**src/hdl/waveform_pkg.sv**
```systemverilog
package waveform_pkg;

    localparam int PIX_PER_CLK = 4;
    localparam int LUT_WR_AW   = 12;

    typedef logic [3:0] lum_t;
    typedef logic [5:0] frame_t;
    typedef logic [1:0] drive_t;

    // Per-pixel state word as stored in the framebuffer
    typedef struct packed {
        logic [1:0] rsvd;
        lum_t       src;
        frame_t     fcnt;
        lum_t       tgt;
    } pix_state_t;

    // 16K entry table, indexed by frame sequence and grey level pair
    typedef struct packed {
        frame_t fseq;
        lum_t   tgt;
        lum_t   src;
    } lut_rd_addr_t;

    typedef enum logic {
        CFG_LUT    = 1'b0,
        CFG_FRAMES = 1'b1
    } cfg_sel_t;

    typedef struct packed {
        cfg_sel_t             sel;
        logic [LUT_WR_AW-1:0] addr;
        logic [7:0]           data;
    } cfg_wr_t;

    // One write carries four 2-bit entries
    typedef struct packed {
        logic                 en;
        logic [LUT_WR_AW-1:0] addr;
        logic [7:0]           data;
    } lut_wr_t;

endpackage

```
**src/hdl/cfg_port.sv**
```systemverilog
`timescale 1ns/10ps
module cfg_port (
    input  logic                  clk,
    input  logic                  rst,
    input  logic                  cfg_req,
    input  waveform_pkg::cfg_wr_t cfg,
    output logic                  cfg_ack,
    output waveform_pkg::lut_wr_t lut_wr,
    output waveform_pkg::frame_t  lut_frames
);

    logic wr_stb;

    // Request seen but not yet acknowledged
    assign wr_stb = cfg_req && !cfg_ack;

    always_ff @(posedge clk) begin
        if (rst) begin
            cfg_ack    <= 1'b0;
            lut_frames <= '0;
        end else begin
            cfg_ack <= cfg_req;
            if (wr_stb && (cfg.sel == waveform_pkg::CFG_FRAMES)) begin
                lut_frames <= cfg.data[5:0];
            end
        end
    end

    // Table write lands on the same edge that raises ack
    always_comb begin
        lut_wr.en   = wr_stb && (cfg.sel == waveform_pkg::CFG_LUT);
        lut_wr.addr = cfg.addr;
        lut_wr.data = cfg.data;
    end

endmodule

```
**config.mk**
```make
export PLATFORM = sky130hd
export DESIGN_NAME = cfg_port
export DESIGN_NICKNAME = d
export VERILOG_FILES = /design/src/hdl/waveform_pkg.sv /design/src/hdl/cfg_port.sv
export SDC_FILE = /design/constraint.sdc
export NUM_CORES = 1
export LEC_CHECK = 0
export BUFFER_PORTS_ARGS = -buffer_cell sky130_fd_sc_hd__buf_2
export CELL_PAD_IN_SITES_DETAIL_PLACEMENT = 2
export CELL_PAD_IN_SITES_GLOBAL_PLACEMENT = 2
export CORE_MARGIN = 8
export CORE_UTILIZATION = 17
export CTS_BUF_LIST = sky130_fd_sc_hd__clkbuf_2 sky130_fd_sc_hd__clkbuf_4 sky130_fd_sc_hd__clkbuf_8
export CTS_CLUSTER_SIZE = 8
export DETAILED_ROUTE_END_ITERATION = 16
export PLACE_DENSITY_LB_ADDON = 0.08
export SLEW_MARGIN = 20
export SYNTH_ARGS = -nofsm -noshare
export SYNTH_HDL_FRONTEND = slang
export SYNTH_SLANG_ARGS = --single-unit
```
**constraint.sdc**
```tcl
create_clock -name clk -period 1.3 [get_ports clk]
set_input_delay 0.26 -clock clk [delete_from_list [all_inputs] [get_ports clk]]
set_output_delay 0.26 -clock clk [all_outputs]
set_load 0.03 [all_outputs]
```
## Word level (Yosys, flattened, before mapping)

Index checks and enable logic that the tools add are counted.

- Bits in latches: 0
- Memory bits (writable): 0
- Memory bits (read-only): 0
- Memories kept: 0
- Word-level logic and storage cells: 7
- Register bits after elaboration: 7

- $mul: 0
- Add/sub/neg operators: 0
- Multiplexer cells: 0
- Shifts and indexed selects: 0
- Reduce and logical (&&, ||, !) cells: 4
- Bitwise operators: 1
- $lt $le $gt $ge: 0
- Equality and inequality tests: 0
- Div/mod/pow operators: 0

Operator list:

| operator | number |
|---|---|
| logical AND 1 bit | 3 |
| logical NOT 1 bit | 1 |
| inverter 1 bit | 1 |

## Logic depth before layout (Yosys ltp)

Gate-level depths: netlist of the first run.

- Depth in word-level cells: 3
- Gate-level depth with buffers: 3
- Gate-level depth less buffers: 2

## Worst setup path before layout of the first run

No wires, ideal clock.

- Path kind: register -> output
- From: register cfg_ack
- To: output port lut_wr[20] in the netlist's numbering
- Buffers on the path: 0
- Cell stages (with the launch flop): 2
- Required time: 1.040 ns
- Arrival time: 1.187 ns
- Slack: -0.147 ns
- Cells stage by stage: dfxtp_1 > nor3b_1

RTL lines:

| element | line | source |
|---|---|---|
| start, declared | cfg_port.sv:7 | `output logic cfg_ack,` |
| start signal, assigned | cfg_port.sv:22 | `cfg_ack <= cfg_req;` |
| end, declared | cfg_port.sv:8 | `output waveform_pkg::lut_wr_t lut_wr,` |

==> results of run 1 <==
Yosys cell counts (all sizes together):
cell type | n | area [um^2]
nor2b | 1 | 6.26
nor3b | 1 | 7.51
dfxtp | 7 | 140
and3b | 1 | 8.76
buf | 21 | 161
mux2i | 6 | 60.1
clkbuf | 1 | 3.75
nand2b | 12 | 75.1
logic make-up after synthesis:
family | after synthesis | share of synthesized area [%]
buf+inv | 22 | 35.7
flops | 7 | 30.3
mux | 6 | 13.0
simple gates | 15 | 21.1
cell type report:
| cell class | instances | area share, % |
|---|---|---|
| clock buffers | 4 | 6.17 |
| multi-input cells | 21 | 33.4 |
| flip-flops and latches | 7 | 28.8 |
| well taps | 31 | 7.97 |
| repair buffers | 23 | 23.7 |
worst max-delay path, cell delays in order, from the launching register on:
cell and delay [ns]:
dfxtp_1 0.32, nor3b_2 0.16, buf_2 0.22
state kept, by name, summed over array words and instances, names as in the netlist:
name	flops
lut_frames	6
cfg_ack	1
where the power goes:
part / total, uW / internal (uW) / switching, uW
combinational: 116 / 42.0 / 74.3
sequential: 230 / 225 / 5.22
clock: 217 / 138 / 79.2
worst min-delay path by stage:
stage / startpoint / endpoint / slack, ns / cells after the start
6_report: cfg_req / cfg_ack / 0.27 / 2
5_1_grt: cfg[1] / lut_frames[1] / 0.29 / 3
4_1_cts: cfg_req / cfg_ack / 0.26 / 2
3_5_place_dp: lut_frames[2] / lut_frames[2] / 0.47 / 2
3_3_place_gp: lut_frames[4] / lut_frames[4] / 0.46 / 2
2_1_floorplan: cfg_req / cfg_ack / 0.39 / 1
routing by layer:
layer  global-route usage [%]  routed length (um)  up-vias
li1                         -                   -      147
met1                     4.88                 410      150
met2                     8.21                 561       30
met3                     5.24                 231        6
met4                     3.07                  19        0
met5                        0                   0        -
per-stage QoR:
step                      instances  hold slack [ns]  cell area (um^2)  total power [uW]
final                            86            0.266               487               564
after global routing             86            0.285               487               602
after CTS                        86            0.264               487               578
after detailed placement         82            0.465               457               355
after global placement           82            0.464               457               355
after floorplan                  50            0.388               468               406
cells in the final DEF, fill, tap and decap left out:
| cell | synthesis | final |
|---|---|---|
| buf_2 | 0 | 23 |
| nand2b_1 | 12 | 12 |
| dfxtp_1 | 7 | 7 |
| mux2i_1 | 6 | 6 |
| clkbuf_4 | 0 | 4 |
| and3b_1 | 1 | 1 |
| nor2b_1 | 1 | 1 |
| nor3b_2 | 0 | 1 |
==> summary.md, run 1 <==
| Metric | Value |
|---|---|
| Outcome | finished clean |
| Mean instance size in the synthesized netlist | 9.26 um^2 |
| Sequential cell area fraction in the yosys report | 30.3% |
| YS warnings | 0 |
| Core area | 2660 um^2 |
| Static leakage | 0.000231 uW |
| H-tree lvl count | 1 |
| All-layer global routing usage | 5.52% |
| Num rows | 19 |
| Maximum clock frequency | 823 MHz |
| Unique masters post-synth | 9 |
| Kind of end point of the critical path | primary output |
| Critical Path Source Type | register |
| Combined area of the multi-input logic cells | 163 um^2 |
| Via count of the first global-routing pass | 361 |
| Worst R2R Start | cfg_ack |
| Transition time of the tightest slew-check pin | 0.360 ns |
| Deepest clock path buffer count | 2 |
| Height of the chip | 68.2 um |
| DRC Markers | 0 |
| Routability Congestion | 0.562 |
| Fin crit share | 93.5% |
| First-pass GRT wire length | 1850 um |
| Class of the tightest hold or removal check | input port to register |
| Worst skew pair latency | 0.25 ns |
| Total inserted antenna cells | 0 |
| Fraction of final layout cells sized beyond drive strength 1 | 50.9% |
| RSZ-0062 raised after global routing | false |
| CTS tree | done |
| Relative max-transition margin | 76.0% |
| Boundary pin count | 52 |
| Number of endpoints failing setup at the final stage | 0 |
| Number of CTS-inserted buffers | 3 |
| Fill cells | 332 |
| Post-DRT Antenna Nets | 0 |
| Setup Skew | 0.00243 ns |
| CP Launch Point | cfg_ack |
| Via count of the routed design | 333 |
| Sink Count | 7 |
| Area delta synth->final | 5.14% |
| Pre-Repair DR Iteration Count | 2 |
| Nets in the synthesized netlist | 74 |
| Post-layout utilization of the core | 18.3% |
| Initial antenna violation count | 0 |
| Die width | 68.2 um |
| PD cells | 1160 nW/um^2 |
| Arrival time of data at the critical path endpoint | 0.95 ns |
| Post-cts hold buffer count | 0 |
| Crit path to | lut_wr[20] |
| Count of port buffers added during placement | 23 |
| DRT iter0 DRCs | 9 |
| DP Worst Slack | 0.219 ns |
| Largest net degree at the start of global routing | 14 |
| Initial core utilization | 17.4% |
| Total Negative Setup Slacks | 0 ns |
| Post-CTS setup buffer count | 0 |
| Average wire length per cell after detail routing | 14.2 um |
| #FFs+latches synth | 7 |
| Final layout net count | 80 |
| Highest net fanout along the worst path | 3 |
| Die area | 4650 um^2 |
| End of the worst register-to-register path | lut_frames[3] |
| Clock transition at the register clock pins on the worst setup and hold paths after CTS | 0.05 ns |
| Max-slew violations | 0 |
| Residual overflow from global routing | 0 |
| MaxCap Viol Count | 0 |
| Mapped Area | 463 um^2 |
| Worst-case setup margin in the final layout | 0.0850 ns |
| Sequential Area | 140 um^2 |
| Resize count post-CTS | 0 |
| Maximum VDD drop | 478 uV |
| Final hold vios | 0 |
| Number of instances in the synthesized netlist | 50 |
| Data required time at the worst endpoint | 1.04 ns |
| Type of the worst setup path | register to primary output |
| Period minus WS final | 1.21 ns |
| R2R Setup Slk | 0.24 ns |
| Final wirelength | 1220 um |
| Clock tree root driver cell | clkbuf_4 |
| Number of cell instances on the worst register-to-register path | 2 |
| Via/cell ratio | 3.87 |
Power figures use the tool's default switching activity.
==> run 2, diff against run 1 <==
==> constraint.sdc (replaced) <==
create_clock -name clk -period 1.3 [get_ports clk]
set_input_delay 0.065 -clock clk [delete_from_list [all_inputs] [get_ports clk]]
set_output_delay 0.065 -clock clk [all_outputs]
set_load 0.03 [all_outputs]
==> summary.md, run 2 (synthesized netlist as in run 1, its figures left out) <==
| Metric | Value |
|---|---|
| CTS tree | done |
| Total length of routed met2 wires | 568 um |
| Total inserted antenna cells | 0 |
| Data required time at the worst endpoint | 1.48 ns |
| Flip-flop count of the largest register, all copies and words added | 6 |
| Largest registers | lut_frames (6), cfg_ack (1) |
| Initial antenna violation count | 0 |
| Static leakage | 0.000229 uW |
| Routability Congestion | 0.698 |
| Pre-Repair DR Iteration Count | 2 |
| Clock tree root driver cell | clkbuf_4 |
| Most flop-heavy register | lut_frames |
| Resize count post-CTS | 0 |
| Average wire length per cell after detail routing | 14.8 um |
| Final wirelength | 1280 um |
| Highest net fanout along the worst path | 6 |
| Class of the tightest hold or removal check | input port to register |
| Die area | 4650 um^2 |
| Post-DRT Antenna Nets | 0 |
| Type of the worst setup path | register to register |
| Maximum VDD drop | 230 uV |
| Critical Path Source Type | register |
| DRT iter0 DRCs | 3 |
| Largest stage delay, worst path | 0.44 ns |
| Placed Instance Area | 452 um^2 |
| Clock transition at the register clock pins on the worst setup and hold paths after CTS | 0.05 ns |
| Initial core utilization | 17.4% |
| Number of CTS-inserted buffers | 3 |
| Cell type of the slowest stage on the worst timing path | and3b_1 |
| Commonest non-fill, non-tap cell in the layout | buf_2 |
| Top library cells by usage in the layout, fill and taps aside | buf_2, nand2b_1, dfxtp_1, mux2i_1, clkbuf_4 |
| First-pass GRT wire length | 1960 um |
| PD cells | 1170 nW/um^2 |
| Count of port buffers added during placement | 23 |
| Die width | 68.2 um |
| Post-CTS setup buffer count | 0 |
| CP Launch Point | cfg_ack |
| Maximum clock frequency | 957 MHz |
| Kind of end point of the critical path | register |
| Core area | 2660 um^2 |
| All-layer global routing usage | 5.92% |
| Via count of the first global-routing pass | 377 |
| Sink Count | 7 |
| Fin crit share | 80.4% |
| Outcome | finished clean |
| Deepest clock path buffer count | 2 |
| Period minus WS final | 1.04 ns |
| Final hold vios | 0 |
| Boundary pin count | 52 |
| Uppermost signal routing layer after detailed routing | met4 |
| Relative max-transition margin | 75.5% |
| Max-slew violations | 0 |
| Hold Crit Start | cfg_req |
| Residual overflow from global routing | 0 |
| Final layout net count | 80 |
| Transition time of the tightest slew-check pin | 0.368 ns |
| Arrival time of data at the critical path endpoint | 1.22 ns |
| Critical path, cell by cell | and3b_1, mux2i_1 |
| Area delta synth->final | 4.05% |
| Number of endpoints failing setup at the final stage | 0 |
| MaxCap Viol Count | 0 |
| Total Negative Setup Slacks | 0 ns |
| Largest net degree at the start of global routing | 14 |
| M1 WL | 428 um |
| Fin area | 482 um^2 |
| Via/cell ratio | 3.93 |
| Worst R2R Start | cfg_ack |
| DRC Markers | 0 |
| Via count of the routed design | 338 |
| Setup Skew | 0.00327 ns |
| Height of the chip | 68.2 um |
| RSZ-0062 raised after global routing | false |
| Worst skew pair latency | 0.25 ns |
| H-tree lvl count | 1 |
| Met3 routed WL | 227 um |
| Num rows | 19 |
| Post-cts hold buffer count | 0 |
| Fraction of final layout cells sized beyond drive strength 1 | 49.1% |
## run 2: cell counts in the layout (fill, tap and decap cells not counted)
No cell type changed its count.
## run 2: final timing paths
check	slack, ns	cells after the start	endpoint
max	0.26	2	lut_frames[3]
min	0.06	2	cfg_ack
max reg2reg	0.26	2	lut_frames[3]
min reg2reg	0.47	2	lut_frames[4]
## run 2: power by group
part / switching, uW / leakage, uW / internal [uW]
Combinational: 74.3 / 0.000154 / 41.4
Sequential: 4.90 / 0.0000573 / 225
Clock: 80.8 / 0.0000184 / 138
Total: 160 / 0.000229 / 405
## run 2: critical path: cells and delay by family (launching register included)
family        cells  cell delay [ns]
simple gates      1             0.44
flops             1             0.31
mux               1             0.23
## run 2: final cells by class
cell class,count,area [um^2]
fill,314,2180
multi-input combinational,21,158
sequential,7,140
timing repair buffer,23,115
tap,31,38.8
clock buffer,4,30.0
## run 2: metrics by stage
| stage | power [uW] | util, % | hold WS [ns] | std cells | worst slack, ns |
|---|---|---|---|---|---|
| floorplan | 405 | - | 0.193 | 50 | 0.0475 |
| global placement | 354 | 17.0 | 0.130 | 82 | 0.243 |
| detailed placement | 354 | 17.0 | 0.130 | 82 | 0.244 |
| CTS | 588 | 18.1 | 0.0467 | 86 | 0.225 |
| global route | 597 | 18.1 | 0.0619 | 86 | 0.159 |
| finish | 565 | 18.1 | 0.0615 | 86 | 0.255 |
## run 2: per-layer routing
metal / track usage, % / up-vias
met5: 0 / -
met4: 7.67 / 0
met3: 3.11 / 8
met2: 8.09 / 35
met1: 5.63 / 143
li1: - / 152
==> run 3, diff against run 2 <==
--- a/config.mk
+++ b/config.mk
@@ -9,7 +9,7 @@
 export CELL_PAD_IN_SITES_DETAIL_PLACEMENT = 2
 export CELL_PAD_IN_SITES_GLOBAL_PLACEMENT = 2
 export CORE_MARGIN = 8
-export CORE_UTILIZATION = 17
+export CORE_UTILIZATION = 16
 export CTS_BUF_LIST = sky130_fd_sc_hd__clkbuf_2 sky130_fd_sc_hd__clkbuf_4 sky130_fd_sc_hd__clkbuf_8
 export CTS_CLUSTER_SIZE = 8
 export DETAILED_ROUTE_END_ITERATION = 16
==> constraint.sdc (replaced) <==
create_clock -name clk -period 1.07 [get_ports clk]
set_input_delay 0.0535 -clock clk [delete_from_list [all_inputs] [get_ports clk]]
set_output_delay 0.0535 -clock clk [all_outputs]
set_load 0.03 [all_outputs]
==> summary.md, run 3 (synthesized netlist as in run 1, its figures left out) <==
| Metric | Value |
|---|---|
| Outcome | finished clean |
| Cell internal power dissipation | 497 uW |
| Clock transition at the register clock pins on the worst setup and hold paths after CTS | 0.05 ns |
| Via/cell ratio | 3.86 |
| Flip-flop count of the largest register, all copies and words added | 6 |
| Die area | 4870 um^2 |
| Boundary pin count | 52 |
| Critical Path Source Type | register |
| Post-cts hold buffer count | 0 |
| Largest net degree at the start of global routing | 14 |
| Final layout net count | 82 |
| Kind of end point of the critical path | primary output |
| Number of endpoints failing setup at the final stage | 0 |
| Initial antenna violation count | 0 |
| Via count of the first global-routing pass | 400 |
| Commonest non-fill, non-tap cell in the layout | buf_2 |
| Routability Congestion | 0.582 |
| Largest stage delay, worst path | 0.32 ns |
| Static leakage | 0.000242 uW |
| Average wire length per cell after detail routing | 16.8 um |
| Non-filler instance count after layout | 88 |
| Max-slew violations | 0 |
| Share of power burned in the clock network | 38.9% |
| R2R Setup Slk | 0.13 ns |
| Residual overflow from global routing | 0 |
| Core area | 2760 um^2 |
| Class of the tightest hold or removal check | input port to register |
| Cell type of the slowest stage on the worst timing path | dfxtp_1 |
| Fin crit share | 94.2% |
| Pre-Repair DR Iteration Count | 2 |
| Worst skew pair latency | 0.25 ns |
| All-layer global routing usage | 5.89% |
| Period minus WS final | 1.01 ns |
| Sequential group share of total power | 40.1% |
| Resize count post-CTS | 0 |
| RSZ-0062 raised after global routing | false |
| Maximum clock frequency | 992 MHz |
| Relative max-transition margin | 88.0% |
| Most flop-heavy register | lut_frames |
| Number of CTS-inserted buffers | 3 |
| Highest net fanout along the worst path | 3 |
| Count of port buffers added during placement | 23 |
| DRT iter0 DRCs | 2 |
| Arrival time of data at the critical path endpoint | 0.95 ns |
| Sink Count | 7 |
| Proportion of power drawn by combinational gates | 21.1% |
| DRC Markers | 0 |
| CP bufs+invs | 1 |
| Final wirelength | 1480 um |
| Total Negative Setup Slacks | 0 ns |
| Deepest clock path buffer count | 2 |
| Area delta synth->final | 8.38% |
| Critical path, cell by cell | nor3b_2, buf_2 |
| Type of the worst setup path | register to primary output |
| Top library cells by usage in the layout, fill and taps aside | buf_2, nand2b_1, dfxtp_1, mux2i_1, clkbuf_4 |
| Post-CTS setup buffer count | 0 |
| Fraction of final layout cells sized beyond drive strength 1 | 52.6% |
| Initial core utilization | 16.8% |
| Top cell family by delay on the critical path | flip-flops |
| Switch share | 28.7% |
| First-pass GRT wire length | 2250 um |
| Data required time at the worst endpoint | 1.02 ns |
| CTS tree | done |
| Num rows | 19 |
| H-tree lvl count | 1 |
| Maximum VDD drop | 475 uV |
| Die width | 69.8 um |
| Clock tree root driver cell | clkbuf_4 |
| MaxCap Viol Count | 0 |
| Setup Skew | 0.00149 ns |
| Height of the chip | 69.8 um |
| PD cells | 1390 nW/um^2 |
| Switching power | 201 uW |
| Via count of the routed design | 340 |
| Total inserted antenna cells | 0 |
| Largest registers | lut_frames (6), cfg_ack (1) |
| Transition time of the tightest slew-check pin | 0.180 ns |
| Dpl hpwl | 1320 um |
| Cell total after placement | 84 |
| Tightest hold margin | 0.0497 ns |
| Post-DRT Antenna Nets | 0 |
| Final hold vios | 0 |
-- run 3: cell count changes in the layout (fill, tap and decap cells not counted) --
cell | previous run | this run
nor3b_2 | 0 | 1
nor3b_1 | 1 | 0
buf_4 | 0 | 2
-- run 3: stage by stage --
stage / cell area [um^2] / setup slack [ns] / util (%) / power (uW)
floorplan: 468 / -0.0111 / - / 493
global placement: 472 / 0.137 / 17.1 / 437
detailed placement: 472 / 0.120 / 17.1 / 436
CTS: 502 / 0.0384 / 18.2 / 720
global route: 502 / 0.0195 / 18.2 / 744
finish: 502 / 0.0617 / 18.2 / 698
-- run 3: layout make-up --
class | instances | area, um^2
Fill cell | 339 | 2260
Multi-Input combinational cell | 21 | 163
Sequential cell | 7 | 140
Timing Repair Buffer | 25 | 130
Tap cell | 31 | 38.8
Clock buffer | 4 | 30.0
-- run 3: per-layer routing --
metal  vias to the layer above  GRT usage (%)  wire [um]
met5                         -              0          0
met1                       144           4.02        405
met3                         6           7.01        324
li1                        151              -          -
met2                        39           9.85        725
met4                         0           1.79         25
-- run 3: power groups by stage --
stage	combinational, uW	clock [uW]	sequential (uW)
2_1_floorplan	183	0	310
3_3_place_gp	151	0	286
3_5_place_dp	151	0	285
4_1_cts	151	288	280
5_1_grt	158	305	281
6_report	147	271	280
-- run 3: worst reg2reg max path, delay by kind of cell (launching register included) --
family / cells / cell delay (ns)
flops: 1 / 0.32
simple gates: 1 / 0.23
mux: 1 / 0.17
buf+inv: 1 / 0.14
-- run 3: path summary, 6_finish.rpt --
path / start / cells past startpoint / end
worst max-delay path: cfg_ack / 2 / lut_wr[20]
worst min register to register: lut_frames[5] / 2 / lut_frames[5]
worst min-delay path: cfg_req / 2 / cfg_ack
worst max register to register: cfg_ack / 3 / lut_frames[0]
