--- src/hdl/panel_timing_pkg.sv ---
package panel_timing_pkg;

    localparam int CNT_W = 11;

    // Vertical phases, counted in lines
    localparam logic [CNT_W-1:0] V_FP    = CNT_W'(3);
    localparam logic [CNT_W-1:0] V_SYNC  = CNT_W'(1);
    localparam logic [CNT_W-1:0] V_BP    = CNT_W'(2);
    localparam logic [CNT_W-1:0] V_ACT   = CNT_W'(16);
    localparam logic [CNT_W-1:0] V_TOTAL = V_FP + V_SYNC + V_BP + V_ACT;

    // Horizontal phases, counted in clocks of four pixels
    localparam logic [CNT_W-1:0] H_FP    = CNT_W'(2);
    localparam logic [CNT_W-1:0] H_SYNC  = CNT_W'(1);
    localparam logic [CNT_W-1:0] H_BP    = CNT_W'(2);
    localparam logic [CNT_W-1:0] H_ACT   = CNT_W'(16);
    localparam logic [CNT_W-1:0] H_TOTAL = H_FP + H_SYNC + H_BP + H_ACT;

    localparam logic [CNT_W-1:0] VS_DELAY  = CNT_W'(8);
    localparam logic [CNT_W-1:0] PIPE_LEAD = CNT_W'(3);

    // Vertical flags imply running; horizontal flags are a plain column decode
    typedef struct packed {
        logic running;
        logic in_vsync;
        logic in_vbp;
        logic in_vact;
        logic in_hfp;
        logic in_hsync;
        logic in_hbp;
        logic in_hact;
    } scan_phase_t;

endpackage

--- src/hdl/scan_timing.sv ---
`timescale 1ns/10ps
module scan_timing (
    input  logic                           clk,
    input  logic                           rst,
    input  logic                           sys_ready,
    input  logic                           vin_vsync,
    output panel_timing_pkg::scan_phase_t  phase,
    output logic                           b_trigger,
    output logic                           accept
);

    typedef enum logic [1:0] {
        SCAN_IDLE,
        SCAN_WAITING,
        SCAN_RUNNING
    } scan_state_t;

    scan_state_t                        state;
    logic [panel_timing_pkg::CNT_W-1:0] h_cnt;
    logic [panel_timing_pkg::CNT_W-1:0] v_cnt;
    logic                               running;

    always_ff @(posedge clk) begin
        if (rst) begin
            state <= SCAN_IDLE;
            h_cnt <= '0;
            v_cnt <= '0;
        end else begin
            case (state)
                SCAN_IDLE: begin
                    h_cnt <= '0;
                    v_cnt <= '0;
                    if (sys_ready && vin_vsync) begin
                        state <= SCAN_WAITING;
                    end
                end
                // h_cnt doubles as the delay counter here
                SCAN_WAITING: begin
                    if (h_cnt == panel_timing_pkg::VS_DELAY) begin
                        state <= SCAN_RUNNING;
                        h_cnt <= '0;
                    end else begin
                        h_cnt <= h_cnt + 1'b1;
                    end
                end
                SCAN_RUNNING: begin
                    if (h_cnt == panel_timing_pkg::H_TOTAL - 1'b1) begin
                        h_cnt <= '0;
                        if (v_cnt == panel_timing_pkg::V_TOTAL - 1'b1) begin
                            state <= SCAN_IDLE;
                            v_cnt <= '0;
                        end else begin
                            v_cnt <= v_cnt + 1'b1;
                        end
                    end else begin
                        h_cnt <= h_cnt + 1'b1;
                    end
                end
                default: state <= SCAN_IDLE;
            endcase
        end
    end

    assign running   = (state == SCAN_RUNNING);
    assign b_trigger = (state == SCAN_WAITING);

    always_comb begin
        phase.running  = running;
        phase.in_vsync = running && (v_cnt >= panel_timing_pkg::V_FP)
                         && (v_cnt < panel_timing_pkg::V_FP + panel_timing_pkg::V_SYNC);
        phase.in_vbp   = running
                         && (v_cnt >= panel_timing_pkg::V_FP + panel_timing_pkg::V_SYNC)
                         && (v_cnt < panel_timing_pkg::V_TOTAL - panel_timing_pkg::V_ACT);
        phase.in_vact  = running
                         && (v_cnt >= panel_timing_pkg::V_TOTAL - panel_timing_pkg::V_ACT);
        phase.in_hfp   = (h_cnt < panel_timing_pkg::H_FP);
        phase.in_hsync = (h_cnt >= panel_timing_pkg::H_FP)
                         && (h_cnt < panel_timing_pkg::H_FP + panel_timing_pkg::H_SYNC);
        phase.in_hbp   = (h_cnt >= panel_timing_pkg::H_FP + panel_timing_pkg::H_SYNC)
                         && (h_cnt < panel_timing_pkg::H_TOTAL - panel_timing_pkg::H_ACT);
        phase.in_hact  = (h_cnt >= panel_timing_pkg::H_TOTAL - panel_timing_pkg::H_ACT);
    end

    // Active window shifted early by the pipeline depth
    assign accept = phase.in_vact
        && (h_cnt >= panel_timing_pkg::H_TOTAL - panel_timing_pkg::H_ACT
                     - panel_timing_pkg::PIPE_LEAD)
        && (h_cnt < panel_timing_pkg::H_TOTAL - panel_timing_pkg::PIPE_LEAD);

endmodule

--- config.mk ---
export PLATFORM = sky130hd
export DESIGN_NAME = scan_timing
export DESIGN_NICKNAME = d
export VERILOG_FILES = /design/src/hdl/panel_timing_pkg.sv /design/src/hdl/scan_timing.sv
export SDC_FILE = /design/constraint.sdc
export NUM_CORES = 1
export LEC_CHECK = 0
export BUFFER_PORTS_ARGS = -buffer_cell sky130_fd_sc_hd__buf_2
export CAP_MARGIN = 40
export CORE_MARGIN = 8
export CORE_UTILIZATION = 50
export DETAILED_ROUTE_END_ITERATION = 8
export GPL_TIMING_DRIVEN = 1
export MAX_ROUTING_LAYER = met4
export PLACE_DENSITY = 0.69
export SYNTH_ARGS = -nofsm -noshare
export SYNTH_HDL_FRONTEND = slang
export SYNTH_SLANG_ARGS = --single-unit
--- constraint.sdc ---
create_clock -name clk -period 3.4 [get_ports clk]
set_input_delay 0.51 -clock clk [delete_from_list [all_inputs] [get_ports clk]]
set_output_delay 0.51 -clock clk [all_outputs]
set_load 0.1 [all_outputs]
# ---- Yosys cells after proc, flatten, opt, wreduce, memory -nomap -nowiden
# Cells that the tools add are included.
dict set report totals {
  regBits 24
  inputBits 4
  out_inout_bits 10
  word_cells 52
}
dict set report classes {
  add_sub_neg 2
  order_cmp 12
  eq_ne 9
  muxes 11
  reduce_logical 15
}
# op count
set ops {}
lappend ops {{2-to-1 mux 11 bit} 4}
lappend ops {{greater-or-equal comparator 11 x 2 -> 1 bit (second input constant)} 3}
lappend ops {{greater-or-equal comparator 11 x 3 -> 1 bit (second input constant)} 3}
lappend ops {{< comparator 11 x 3 -> 1 bit (second input constant)} 3}
lappend ops {{case mux 11 bit (3 select lines)} 1}
lappend ops {{adder 11 x 1 -> 11 bit (second input constant)} 2}
lappend ops {{== test 11 x 5 -> 1 bit (second input constant)} 2}
lappend ops {{< comparator 11 x 2 -> 1 bit (second input constant)} 2}
lappend ops {{case mux 11 bit (2 select lines)} 1}
lappend ops {{== test 11 x 4 -> 1 bit (second input constant)} 1}
lappend ops {{< comparator 11 x 5 -> 1 bit (second input constant)} 1}
lappend ops {{logical AND 1 bit} 10}
lappend ops {{2-to-1 mux 2 bit} 4}
lappend ops {{!= test 2 x 1 -> 1 bit (second input constant)} 3}
lappend ops {{case mux 2 bit (3 select lines)} 1}
lappend ops {{AND reduction 4 bit} 1}
lappend ops {{nonzero test 3 bit} 1}
lappend ops {{== test 2 x 1 -> 1 bit (second input constant)} 1}
lappend ops {{== test 2 bit (second input constant)} 1}
lappend ops {{logical NOT 2 bit} 1}
lappend ops {{!= test 2 bit (second input constant)} 1}
lappend ops {{AND reduction 2 bit} 1}
lappend ops {{nonzero test 2 bit} 1}

# ---- Depth between registers and ports, before layout
# Gate-level depths: netlist of run 1.
dict set report logic_depth {
  ltp_word 4
  ltp_mapped 9
  depth_no_buf 6
}

# ---- Worst setup path before layout of run 1
# No wires, ideal clock.
dict set report synth_timing {
  path_kind {register to output}
  from {register h_cnt[7] (netlist name)}
  to {output port phase[2] (netlist name)}
  t_arrival_ns 3.428
  required_time_ns 2.890
  setup_slack_ns -0.538
  path_stages_with_launch 4
  path_buffers 0
  path_cell_list {dfxtp_1 > or4_1 > or4_1 > nor3_1}
}
# item line
set synth_lines {}
lappend synth_lines {{from (decl)} scan_timing.sv:19} ;# logic [panel_timing_pkg::CNT_W-1:0] h_cnt;
lappend synth_lines {{from (signal assigned)} scan_timing.sv:43} ;# h_cnt <= h_cnt + 1'b1;
lappend synth_lines {{from (signal assigned)} scan_timing.sv:56} ;# h_cnt <= h_cnt + 1'b1;
lappend synth_lines {{to (decl)} scan_timing.sv:7} ;# output panel_timing_pkg::scan_phase_t phase,

==> results of run 1 <==
==> synthesized netlist by cell type, types with 3 or more instances <==
cell / count / share of area
sky130_fd_sc_hd__dfxtp_1: 24 / 0.30
sky130_fd_sc_hd__a21oi_1: 16 / 0.051
sky130_fd_sc_hd__nand2_1: 15 / 0.036
sky130_fd_sc_hd__inv_1: 13 / 0.031
sky130_fd_sc_hd__ha_1: 11 / 0.087
sky130_fd_sc_hd__nor2_1: 9 / 0.021
sky130_fd_sc_hd__or4_1: 9 / 0.043
sky130_fd_sc_hd__o31ai_1: 8 / 0.038
sky130_fd_sc_hd__clkbuf_1: 6 / 0.014
sky130_fd_sc_hd__nand3_1: 6 / 0.019
sky130_fd_sc_hd__nand4_1: 6 / 0.024
sky130_fd_sc_hd__nor3_1: 6 / 0.019
sky130_fd_sc_hd__xor2_1: 5 / 0.028
sky130_fd_sc_hd__a31oi_1: 4 / 0.016
sky130_fd_sc_hd__and4_1: 3 / 0.017
sky130_fd_sc_hd__o211ai_1: 3 / 0.014
sky130_fd_sc_hd__or3_1: 3 / 0.012
sky130_fd_sc_hd__xnor2_1: 3 / 0.017
==> registers in the layout, indices dropped and copies added (netlist names) <==
name	count
h_cnt	11
v_cnt	11
state	2
==> cell type report <==
class | count | area share
Multi-Input combinational cell | 143 | 0.588
Sequential cell | 24 | 0.276
Timing Repair Buffer | 15 | 0.0460
Tap cell | 44 | 0.0316
Inverter | 13 | 0.0280
Clock inverter | 1 | 0.0173
Clock buffer | 3 | 0.0129
==> critical path: cells and delay by family, from the launching register on <==
family | cells | cell delay [ns]
buffers and inverters | 1 | 0.46
and+or+nand+nor | 3 | 1.27
DFF | 1 | 0.39
==> stage by stage <==
stage	TNS [ns]	instance area [um2]	instances	worst slack (ns)
6_report	0	1740	243	0.462
3_3_place_gp	0	1690	239	0.881
4_1_cts	0	1740	243	0.447
3_5_place_dp	0	1690	239	0.838
2_1_floorplan	-1.56	1590	189	-0.538
5_1_grt	0	1740	243	0.376
==> cells by family (layout without fill, tap and decap cells) <==
| family | count (synthesis) | in the layout | synth area share |
|---|---|---|---|
| xor+xnor | 8 | 8 | 0.0444 |
| mux | 2 | 2 | 0.0127 |
| flops | 24 | 24 | 0.304 |
| simple gates | 78 | 78 | 0.306 |
| buf+inv | 22 | 32 | 0.0563 |
| compound gates | 44 | 44 | 0.189 |
| fa+ha+maj | 11 | 11 | 0.0872 |
==> layout by cell type, fill, tap and decap left out, types with 3 or more instances in the layout <==
cell | synthesis | final
sky130_fd_sc_hd__and4_1 | 3 | 3
sky130_fd_sc_hd__a21oi_1 | 16 | 15
sky130_fd_sc_hd__nor3_1 | 6 | 5
sky130_fd_sc_hd__buf_2 | 2 | 13
sky130_fd_sc_hd__or3_1 | 3 | 3
sky130_fd_sc_hd__or4_1 | 9 | 9
sky130_fd_sc_hd__nand4_1 | 6 | 6
sky130_fd_sc_hd__ha_1 | 11 | 11
sky130_fd_sc_hd__nand2_1 | 15 | 15
sky130_fd_sc_hd__o31ai_1 | 8 | 8
sky130_fd_sc_hd__dfxtp_1 | 24 | 24
sky130_fd_sc_hd__xor2_1 | 5 | 5
sky130_fd_sc_hd__a31oi_1 | 4 | 4
sky130_fd_sc_hd__clkbuf_4 | 0 | 3
sky130_fd_sc_hd__o211ai_1 | 3 | 3
sky130_fd_sc_hd__nor2_1 | 9 | 9
sky130_fd_sc_hd__inv_1 | 13 | 13
sky130_fd_sc_hd__nand3_1 | 6 | 6
sky130_fd_sc_hd__xnor2_1 | 3 | 3
==> final timing paths <==
| check | from | slack, ns | to | depth (start not counted) |
|---|---|---|---|---|
| setup / recovery | h_cnt[7] | 0.46 | phase[1] | 4 |
| hold / removal | rst | 0.41 | v_cnt[1] | 2 |
| setup reg to reg | h_cnt[1] | 1.30 | v_cnt[5] | 7 |
| hold reg to reg | v_cnt[10] | 0.50 | v_cnt[10] | 2 |
==> per-layer routing <==
metal,share of wire,global-route usage,wire (um),vias up
met4,0.0089,0.0385,31,0
met1,0.45,0.165,1550,669
met2,0.50,0.257,1750,20
met5,0,-,0,-
met3,0.040,0.0193,137,4
li1,-,-,-,724
==> power by group through the flow <==
| stage | logic [mW] | clock network [mW] | registers, mW |
|---|---|---|---|
| floorplan | 0.0619 | 0 | 0.293 |
| global placement | 0.0754 | 0 | 0.293 |
| detailed placement | 0.0769 | 0 | 0.294 |
| CTS | 0.0774 | 0.216 | 0.287 |
| global route | 0.0850 | 0.222 | 0.288 |
| finish | 0.0769 | 0.206 | 0.287 |
==> results, run 1 <==
- The number of different library cells in the post-synthesis netlist is 47.
- Power comes to 570 uW.
- In this run the cell area of the synthesized design comes to 0.00158 mm2.
- The number of post-CTS setup repair buffers is 0.
- The final count of negative-setup-slack endpoints is 0.
- Max-cap violations in this run came to 0.
- The number of antenna violations at the first check in global routing is 0.
- The type of the tightest min-delay check is in2reg.
- The number of global-route vias before repair is 1350.
- The kind of capture point of the worst setup path is an output pin.
- The share of the core filled with cells is 0.575.
- For the worst setup path, the data required time is 2.89 ns.
- The commonest register cell after synthesis is sky130_fd_sc_hd__dfxtp_1.
- The total number of placement rows is 20.
- The share of synthesized flip-flops with an asynchronous set or reset is 0.
- The sequential cell area is 480 um2.
- After clock tree synthesis, the repair step resized 0 gates.
- The cell occurring most often along the worst timing path is sky130_fd_sc_hd__or4_1.
- The effective utilization at floorplan is 0.521.
- Derived from the worst setup path, the maximum achievable clock frequency is 340 MHz.
- Input and output buffers added on the ports amount to 13.
- In this design, the stage delay of the slowest critical-path cell is 0.56 ns.
- The final routed wire length divided by cell count is 14.3 um.
- The first global-routing pass estimated 6110 um of wire.
- For this design, the CTS-stage hold fixing added 0 buffers.
- The overall die width is 72.2 um.
- After the first detailed-routing iteration, the DRC count stood at 91.
- The count of nets left with antenna violations once routing finished came out at 0.
- VDD sags by at most 0.000182 V.
- The die covers 0.00521 mm2.
- The post-synthesis net count is 204.
- The area of the core is 0.00303 mm2.
- The share of total power dissipated in sequential elements is 0.504.
- The final critical-path required period is 2.94 ns.
- Setup repair after global routing left no endpoint under its margin.
- At the pin with the least slew margin, the transition time is 0.490 ns.
- The final hold violation count came to 0.
- The switching component of the power is 144 uW.
- The kind of launch point of the worst setup path is a flip-flop.
- The number of top-level pins is 14.
- Measured against its own limit, the worst slew margin works out to 0.675.
- The root buffer cell chosen for the clock tree is sky130_fd_sc_hd__clkbuf_4.
- The filler cells instantiated in the layout total 293.
- The critical path class is reg2out.
- Entering global routing, the biggest net connects 23 pins.
- The number of nets in the finished design is 215.
- Clock tree synthesis inserted a total of 3 buffers.
- In this run the static leakage power is 0.623 nW.
- The DRC violation count after routing is 0.
- The ratio of routed vias to standard cells is 5.83.
- Compared with the post-synthesis result, the final layout area differs by 10.2%.
- Of the synthesized area, sequential elements account for 0.304.
- In the finished design, the share of the clock period the worst path needs comes to 0.864.
- The number of instances in the synthesized netlist is 189.
- The global-route usage over all layers is 0.144.
- The proportion of total power due to net switching is 0.252.
- The CTS tree is built.
- On the critical path, the stage with the largest delay is an instance of sky130_fd_sc_hd__or4_1.
- The number of diodes added for antenna fixing is 0.
- For this block, the routed nets add up to 3470 um of wire.
- The number of flip-flops and latches in the synthesized netlist is 24.
- The number of clock sinks seen by CTS is 24.
- Counting flops with a built-in enable in the synthesized netlist gives 0.
- The count of pins over their slew limit is 0.
- The final weighted congestion in routability-driven placement is 0.917.
- The Yosys step of the flow raised 0 warnings.
- The top fanout value on the critical path is 4.
- The number of levels in the clock H-tree is 1.
- The clock edge transition at the registers on the reported setup and hold paths is 0.13 ns.
- The vertical die dimension is 72.2 um.
- Cell internal power was estimated by the tool at 426 uW.
- The signal on the critical path passes through or4_1, or4_1, nor3_1, buf_2.
- The worst-skew pair later-pin latency is 0.31 ns.
- The HPWL after detailed placement is 2610 um.
- The maximum clock skew at final layout is 0.00247 ns.
- Hold is met by 0.410 ns.
- The routed layout has 1417 vias.
- The fraction of layout cells with a size suffix above 1 is 0.156.
- The flow ran to the end, and the final reports show no timing, DRC or antenna violations.
- Data arrives at the worst endpoint at 2.43 ns.
- The remaining global-route overflow is 0.
- In this run the mean area of a mapped cell was 8.35 um2.
- The power per standard cell area is 327 mW/mm2.
- In this run the deepest clock path goes through 2 buffers.
- The iteration count of the initial detailed-routing pass is 5.
- The combinational group share of total power is 0.135.
- The clock share of power is 0.361.
- In the final layout, the multi-input gates occupy 0.00102 mm2.
No activity file was read; power rests on OpenSTA's default activity.
==> run 2: changes to the inputs <==
--- a/config.mk
+++ b/config.mk
@@ -13,6 +13,7 @@
 export GPL_TIMING_DRIVEN = 1
 export MAX_ROUTING_LAYER = met4
 export PLACE_DENSITY = 0.69
+export RECOVER_POWER = 50
 export SYNTH_ARGS = -nofsm -noshare
 export SYNTH_HDL_FRONTEND = slang
 export SYNTH_SLANG_ARGS = --single-unit
==> run 2 against run 1 <==
Effect of this change: maximum frequency is essentially flat; die area is the same; clock power is essentially flat; setup slack gained 0.0014 ns; largest power group unchanged.
==> results, run 2 (synthesized netlist as in run 1, its figures left out) <==
- The total number of placement rows was 20 (unchanged).
- The hold-fix buffer count after cts is 0 (unchanged).
- The CTS tree is built (unchanged).
- The iteration count of the initial detailed-routing pass is 4 (was 5).
- The final count of negative-setup-slack endpoints is 0 (unchanged).
- The overall via count from detail_route came to 1430 (was 1417).
- The count of pins over their slew limit came to 0 (unchanged).
- The effective utilization at floorplan is 0.521 (unchanged).
- The half-perimeter wire length after placement is 2610 um (unchanged).
- The number of levels in the clock H-tree was 1 (unchanged).
- The cell occurring most often along the worst timing path is sky130_fd_sc_hd__or4_1 (unchanged).
- The power per standard cell area is 328 mW/mm2 (was 327 mW/mm2).
- Run status: completed (unchanged).
- The worst-skew pair later-pin latency is 0.31 ns (about the same).
- The top fanout value on the critical path came to 4 (unchanged).
- The TritonCTS buffer count is 3 (unchanged).
- The share of the core filled with cells is 0.567 (was 0.575).
- The critical path arrival is 2.43 ns (about the same).
- The number of post-CTS setup repair buffers is 0 (unchanged).
- The final hold violation count came to 0 (unchanged).
- The number of global-route vias before repair was 1350 (unchanged).
- The final critical-path required period is 2.94 ns (about the same).
- The static leakage came to 0.611 nW (was 0.623 nW).
- The fmax is 341 MHz (was 340 MHz).
- The vertical die dimension came to 72.2 um (unchanged).
- The total power consumption of the routed design is 564 uW (was 570 uW).
- The worst slew margin relative to its limit was 0.229 (was 0.675).
- The maximum clock skew at final layout is 0.00232 ns (was 0.00247 ns).
- The most common cell after layout, fill and taps aside is sky130_fd_sc_hd__dfxtp_1 (unchanged).
- The instance count along the most critical hold path is 2 (unchanged).
- The kind of capture point of the worst setup path was an output pin (unchanged).
- The starting DRC count in detailed routing came to 85 (was 91).
- The worst-margin pin slew is 1.16 ns (was 0.490 ns).
- The number of diodes added for antenna fixing is 0 (unchanged).
- The peak ir drop on the vdd network is 0.000182 V (about the same).
- The number of gates resized after CTS was 0 (unchanged).
- The area of all placed cells without fillers is 0.00172 mm2 (was 0.00174 mm2).
- Biggest regs: h_cnt x11, v_cnt x11, state x2 (unchanged).
- The remaining global-route overflow came to 0 (unchanged).
- The global-route usage over all layers is 0.144 (unchanged).
- The number of nets in the finished design is 215 (unchanged).
- The setup slack of the most critical reg-to-reg path came to 0.61 ns (was 1.30 ns).
- The number of max-cap violations is 0 (unchanged).
- The slowest cell on the critical path is sky130_fd_sc_hd__or4_1 (unchanged).
- The critical path class is reg2out (unchanged).
- Ordered list of cells on the worst path: or4_1, or4_1, nor3_1, buf_2 (unchanged).
- The fraction of layout cells with a size suffix above 1 is 0.126 (was 0.156).
- The number of antenna violations at the first check in global routing is 0 (unchanged).
- The synthesis-to-layout area growth is 8.80% (was 10.2%).
- The overall die width is 72.2 um (unchanged).
- The capturing point of the worst reg2reg path is v_cnt[5] (unchanged).
- The endpoint with the worst hold slack is v_cnt[1] (unchanged).
- The DRC violation count after routing came to 0 (unchanged).
- The clock edge transition at the registers on the reported setup and hold paths was 0.13 ns (about the same).
- The area enclosed by the die boundary is 0.00521 mm2 (unchanged).
- The depth of the most critical reg-to-reg path is 7 (unchanged).
- The delay of the slowest critical-path stage was 0.56 ns (about the same).
- The antenna violation net count after detailed routing is 0 (unchanged).
- The type of the tightest min-delay check is in2reg (unchanged).
- The first-pass GRT wire length is 6110 um (unchanged).
- Most used cells in the layout excluding fill and tap cells: sky130_fd_sc_hd__dfxtp_1, sky130_fd_sc_hd__nand2_1, sky130_fd_sc_hd__a21oi_1 (unchanged).
- The number of top-level pins was 14 (unchanged).
- The number of clock sinks seen by CTS is 24 (unchanged).
- The clock tree buffer depth came to 2 (unchanged).
- The kind of launch point of the worst setup path is a flip-flop (unchanged).
- The final weighted congestion in routability-driven placement was 0.917 (unchanged).
- The start point of the worst hold path is rst (unchanged).
- The data required time of the critical path is 2.89 ns (about the same).
- The fill cell total of the finished layout is 300 (was 293).
- The area of the core came to 0.00303 mm2 (unchanged).
- The final worst-path cycle share is 0.864 (about the same).
- The largest net degree at the start of global routing is 23 (unchanged).
- The reg-to-reg critical path startpoint is h_cnt[1] (unchanged).
- The wire length reported by the detailed router is 3470 um (about the same).
- Setup repair after global routing missed its margin: no (unchanged).
- The final routed wire length divided by cell count is 14.3 um (about the same).
- The clock root buffer master is sky130_fd_sc_hd__clkbuf_4 (unchanged).
- The count of port buffers added during placement is 13 (unchanged).
- The cell area reported after detailed placement is 0.00169 mm2 (unchanged).
- The ratio of routed vias to standard cells was 5.88 (was 5.83).
-- run 2: power by group --
group | switching, mW | internal [mW] | total (mW)
registers | 0.00343 | 0.284 | 0.287
clock network | 0.0865 | 0.119 | 0.206
logic | 0.0522 | 0.0183 | 0.0705
total | 0.142 | 0.421 | 0.564
-- run 2: stage by stage --
| stage | std cells | setup TNS [ns] | worst slack (ns) | hold slack (ns) |
|---|---|---|---|---|
| finish | 243 | 0 | 0.463 | 0.410 |
| global route | 243 | 0 | 0.376 | 0.419 |
| CTS | 243 | 0 | 0.447 | 0.406 |
| detailed placement | 239 | 0 | 0.838 | 0.488 |
| global placement | 239 | 0 | 0.881 | 0.478 |
| floorplan | 189 | -1.56 | -0.538 | 0.453 |
-- run 2: worst max path at each step --
| stage | endpoint | start | slack [ns] |
|---|---|---|---|
| global route | phase[1] | h_cnt[8] | 0.38 |
| detailed placement | phase[1] | h_cnt[8] | 0.84 |
| CTS | phase[1] | h_cnt[7] | 0.45 |
| global placement | phase[1] | h_cnt[7] | 0.88 |
| finish | phase[1] | h_cnt[7] | 0.46 |
| floorplan | phase[2] | h_cnt[7] | -0.54 |
-- run 2: worst max-delay path: cells and delay by family, from the launching register on --
family / cells / cell delay [ns]
simple gates: 3 / 1.27
buf+inv: 1 / 0.46
flops: 1 / 0.38
-- run 2: final cells by class --
| cell class | count | area (um2) | area share |
|---|---|---|---|
| Clock buffer | 3 | 22.5 | 0.0131 |
| Clock inverter | 1 | 30.0 | 0.0175 |
| Inverter | 13 | 48.8 | 0.0284 |
| Multi-Input combinational cell | 143 | 1010 | 0.588 |
| Sequential cell | 24 | 480 | 0.280 |
| Tap cell | 44 | 55.1 | 0.0320 |
| Timing Repair Buffer | 15 | 71.3 | 0.0415 |
-- run 2: routing by layer --
layer	GRT usage	up-vias	routed length [um]
met3	0.0193	4	142
met4	0.0385	0	31
met5	-	-	0
met2	0.257	26	1760
met1	0.165	676	1540
li1	-	724	-
==> run 3: changes to the inputs <==
--- a/config.mk
+++ b/config.mk
@@ -5,7 +5,7 @@
 export SDC_FILE = /design/constraint.sdc
 export NUM_CORES = 1
 export LEC_CHECK = 0
-export BUFFER_PORTS_ARGS = -buffer_cell sky130_fd_sc_hd__buf_2
+export BUFFER_PORTS_ARGS = -buffer_cell sky130_fd_sc_hd__clkbuf_2
 export CAP_MARGIN = 40
 export CORE_MARGIN = 8
 export CORE_UTILIZATION = 50
==> constraint.sdc (replaced) <==
create_clock -name clk -period 3.4 [get_ports clk]
set_input_delay 0.68 -clock clk [delete_from_list [all_inputs] [get_ports clk]]
set_output_delay 0.68 -clock clk [all_outputs]
set_load 0.1 [all_outputs]
==> run 3 against run 2 <==
Effect of this change: wire length rose by 2.5%; global-route usage is 0.71 points lower; largest cell class unchanged; die area did not move; largest power group unchanged; first-iteration DRC count down 9.4%.
==> results, run 3 (synthesized netlist as in run 1, its figures left out) <==
- Run status: completed (unchanged).
- The number of levels in the clock H-tree came to 1 (unchanged).
- The final weighted congestion in routability-driven placement is 0.913 (was 0.917).
- The reg-to-reg critical path startpoint is h_cnt[1] (unchanged).
- The first-pass GRT wire length is 5810 um (was 6110 um).
- Setup repair after global routing missed its margin: no (unchanged).
- The kind of launch point of the worst setup path is a flip-flop (unchanged).
- Ordered list of cells on the worst path: or4_1, or4_1, nor3_1, clkbuf_2 (was or4_1, or4_1, nor3_1, buf_2).
- The instance count along the most critical hold path is 2 (unchanged).
- The setup slack of the most critical reg-to-reg path was 0.47 ns (was 0.61 ns).
- The final routed wire length divided by cell count is 14.7 um (was 14.3 um).
- The wire length reported by the detailed router is 3560 um (was 3470 um).
- The fmax is 320 MHz (was 341 MHz).
- The slowest cell on the critical path is sky130_fd_sc_hd__or4_1 (unchanged).
- The antenna violation net count after detailed routing is 0 (unchanged).
- The CTS tree is built (unchanged).
- The number of gates resized after CTS was 0 (unchanged).
- The worst-skew pair later-pin latency is 0.32 ns (was 0.31 ns).
- The cell area reported after detailed placement came to 0.00169 mm2 (unchanged).
- The clock tree buffer depth is 2 (unchanged).
- The worst-margin pin slew was 1.00 ns (was 1.16 ns).
- The kind of capture point of the worst setup path is an output pin (unchanged).
- The top fanout value on the critical path is 5 (was 4).
- The area of the core is 0.00303 mm2 (unchanged).
- The half-perimeter wire length after placement came to 2670 um (was 2610 um).
- The iteration count of the initial detailed-routing pass came to 4 (unchanged).
- The maximum clock skew at final layout was 0.00725 ns (was 0.00232 ns).
- The overall die width is 72.2 um (unchanged).
- The number of max-cap violations is 0 (unchanged).
- The clock root buffer master is sky130_fd_sc_hd__clkbuf_4 (unchanged).
- The power per standard cell area is 330 mW/mm2 (was 328 mW/mm2).
- The post-route setup TNS is 0 ns (unchanged).
- The final critical-path required period is 3.13 ns (was 2.94 ns).
- The number of top-level pins is 14 (unchanged).
- The hold-fix buffer count after cts is 0 (unchanged).
- The area of all placed cells without fillers is 0.00172 mm2 (about the same).
- The peak ir drop on the vdd network is 0.000196 V (was 0.000182 V).
- The number of clock sinks seen by CTS came to 24 (unchanged).
- The data required time of the critical path came to 2.72 ns (was 2.89 ns).
- The effective utilization at floorplan is 0.521 (unchanged).
- The area enclosed by the die boundary was 0.00521 mm2 (unchanged).
- The number of post-CTS setup repair buffers is 0 (unchanged).
- Biggest regs: h_cnt x11, v_cnt x11, state x2 (unchanged).
- The count of port buffers added during placement is 13 (unchanged).
- The critical path class was reg2out (unchanged).
- The clock edge transition at the registers on the reported setup and hold paths is 0.14 ns (was 0.13 ns).
- The vertical die dimension came to 72.2 um (unchanged).
- The fraction of layout cells with a size suffix above 1 came to 0.131 (was 0.126).
- The largest net degree at the start of global routing is 23 (unchanged).
- The count of pins over their slew limit is 0 (unchanged).
- The start point of the worst hold path is state[1] (was rst).
- The remaining global-route overflow came to 0 (unchanged).
- The final count of negative-setup-slack endpoints came to 0 (unchanged).
- The worst slew margin relative to its limit is 0.323 (was 0.229).
- The fill cell total of the finished layout was 281 (was 300).
- The DRC violation count after routing was 0 (unchanged).
- The ratio of routed vias to standard cells is 5.92 (was 5.88).
- The synthesis-to-layout area growth is 8.87% (was 8.80%).
- The starting DRC count in detailed routing came to 77 (was 85).
- The final hold violation count was 0 (unchanged).
- Most used cells in the layout excluding fill and tap cells: sky130_fd_sc_hd__dfxtp_1, sky130_fd_sc_hd__nand2_1, sky130_fd_sc_hd__a21oi_1 (unchanged).
- The global-route usage over all layers came to 0.137 (was 0.144).
- The overall via count from detail_route is 1438 (was 1430).
- The cell occurring most often along the worst timing path is sky130_fd_sc_hd__or4_1 (unchanged).
- The total number of placement rows is 20 (unchanged).
- The number of antenna violations at the first check in global routing came to 0 (unchanged).
- The number of global-route vias before repair is 1358 (was 1350).
- The endpoint with the worst hold slack is state[1] (was v_cnt[1]).
- The number of diodes added for antenna fixing is 0 (unchanged).
- The type of the tightest min-delay check is reg2reg (was in2reg).
- The depth of the most critical reg-to-reg path is 7 (unchanged).
- The critical path arrival came to 2.45 ns (was 2.43 ns).
- The number of nets in the finished design is 215 (unchanged).
- The final worst-path cycle share came to 0.920 (was 0.864).
- The TritonCTS buffer count is 3 (unchanged).
- The most common cell after layout, fill and taps aside is sky130_fd_sc_hd__dfxtp_1 (unchanged).
- The delay of the slowest critical-path stage came to 0.54 ns (was 0.56 ns).
- The capturing point of the worst reg2reg path is v_cnt[5] (unchanged).
- The static leakage came to 0.609 nW (was 0.611 nW).
run 3: changes by cell type in the layout (fill, tap and decap cells not counted), sizes merged:
cell    change
clkbuf     +12
buf        -12
run 3: layout make-up:
cell class,instances,area [um2],area share
clock buffers,3,22.5,0.0131
clock inverters,1,30.0,0.0175
well taps,44,55.1,0.0320
flip-flops and latches,24,480,0.279
inverters,13,48.8,0.0284
multi-input cells,143,1010,0.587
repair buffers,15,72.6,0.0422
run 3: through the flow:
stage | std cells | hold slack [ns] | setup WS, ns | util | power [mW]
2_1_floorplan | 189 | 0.453 | -0.708 | - | 0.355
3_3_place_gp | 239 | 0.479 | 0.664 | 0.557 | 0.368
3_5_place_dp | 239 | 0.492 | 0.639 | 0.557 | 0.371
4_1_cts | 243 | 0.513 | 0.255 | 0.575 | 0.579
5_1_grt | 243 | 0.538 | 0.138 | 0.568 | 0.586
6_report | 243 | 0.510 | 0.273 | 0.568 | 0.567
run 3: worst max-delay path by stage:
stage | depth (start not counted) | end | from
3_5_place_dp | 4 | phase[1] | h_cnt[8]
5_1_grt | 4 | phase[2] | h_cnt[8]
4_1_cts | 4 | phase[1] | h_cnt[8]
3_3_place_gp | 4 | phase[1] | h_cnt[7]
2_1_floorplan | 3 | phase[2] | h_cnt[7]
6_report | 4 | phase[1] | h_cnt[8]
run 3: worst max-delay path, delay by kind of cell, from the launching register on:
kind / cells / cell delay [ns]
buf+inv: 1 / 0.49
simple gates: 3 / 1.23
flops: 1 / 0.40
run 3: per-layer routing:
layer / track usage / up-vias / part of all wire
met3: 0.0248 / 4 / 0.041
met4: 0.0454 / 0 / 0.0059
met1: 0.144 / 675 / 0.43
met5: - / - / 0
li1: - / 726 / -
met2: 0.251 / 33 / 0.52
run 3: report_power, final:
group	internal [mW]	total (mW)	switching (mW)
Sequential	0.284	0.287	0.00333
Combinational	0.0186	0.0704	0.0518
Clock	0.119	0.209	0.0898
Total	0.422	0.567	0.145
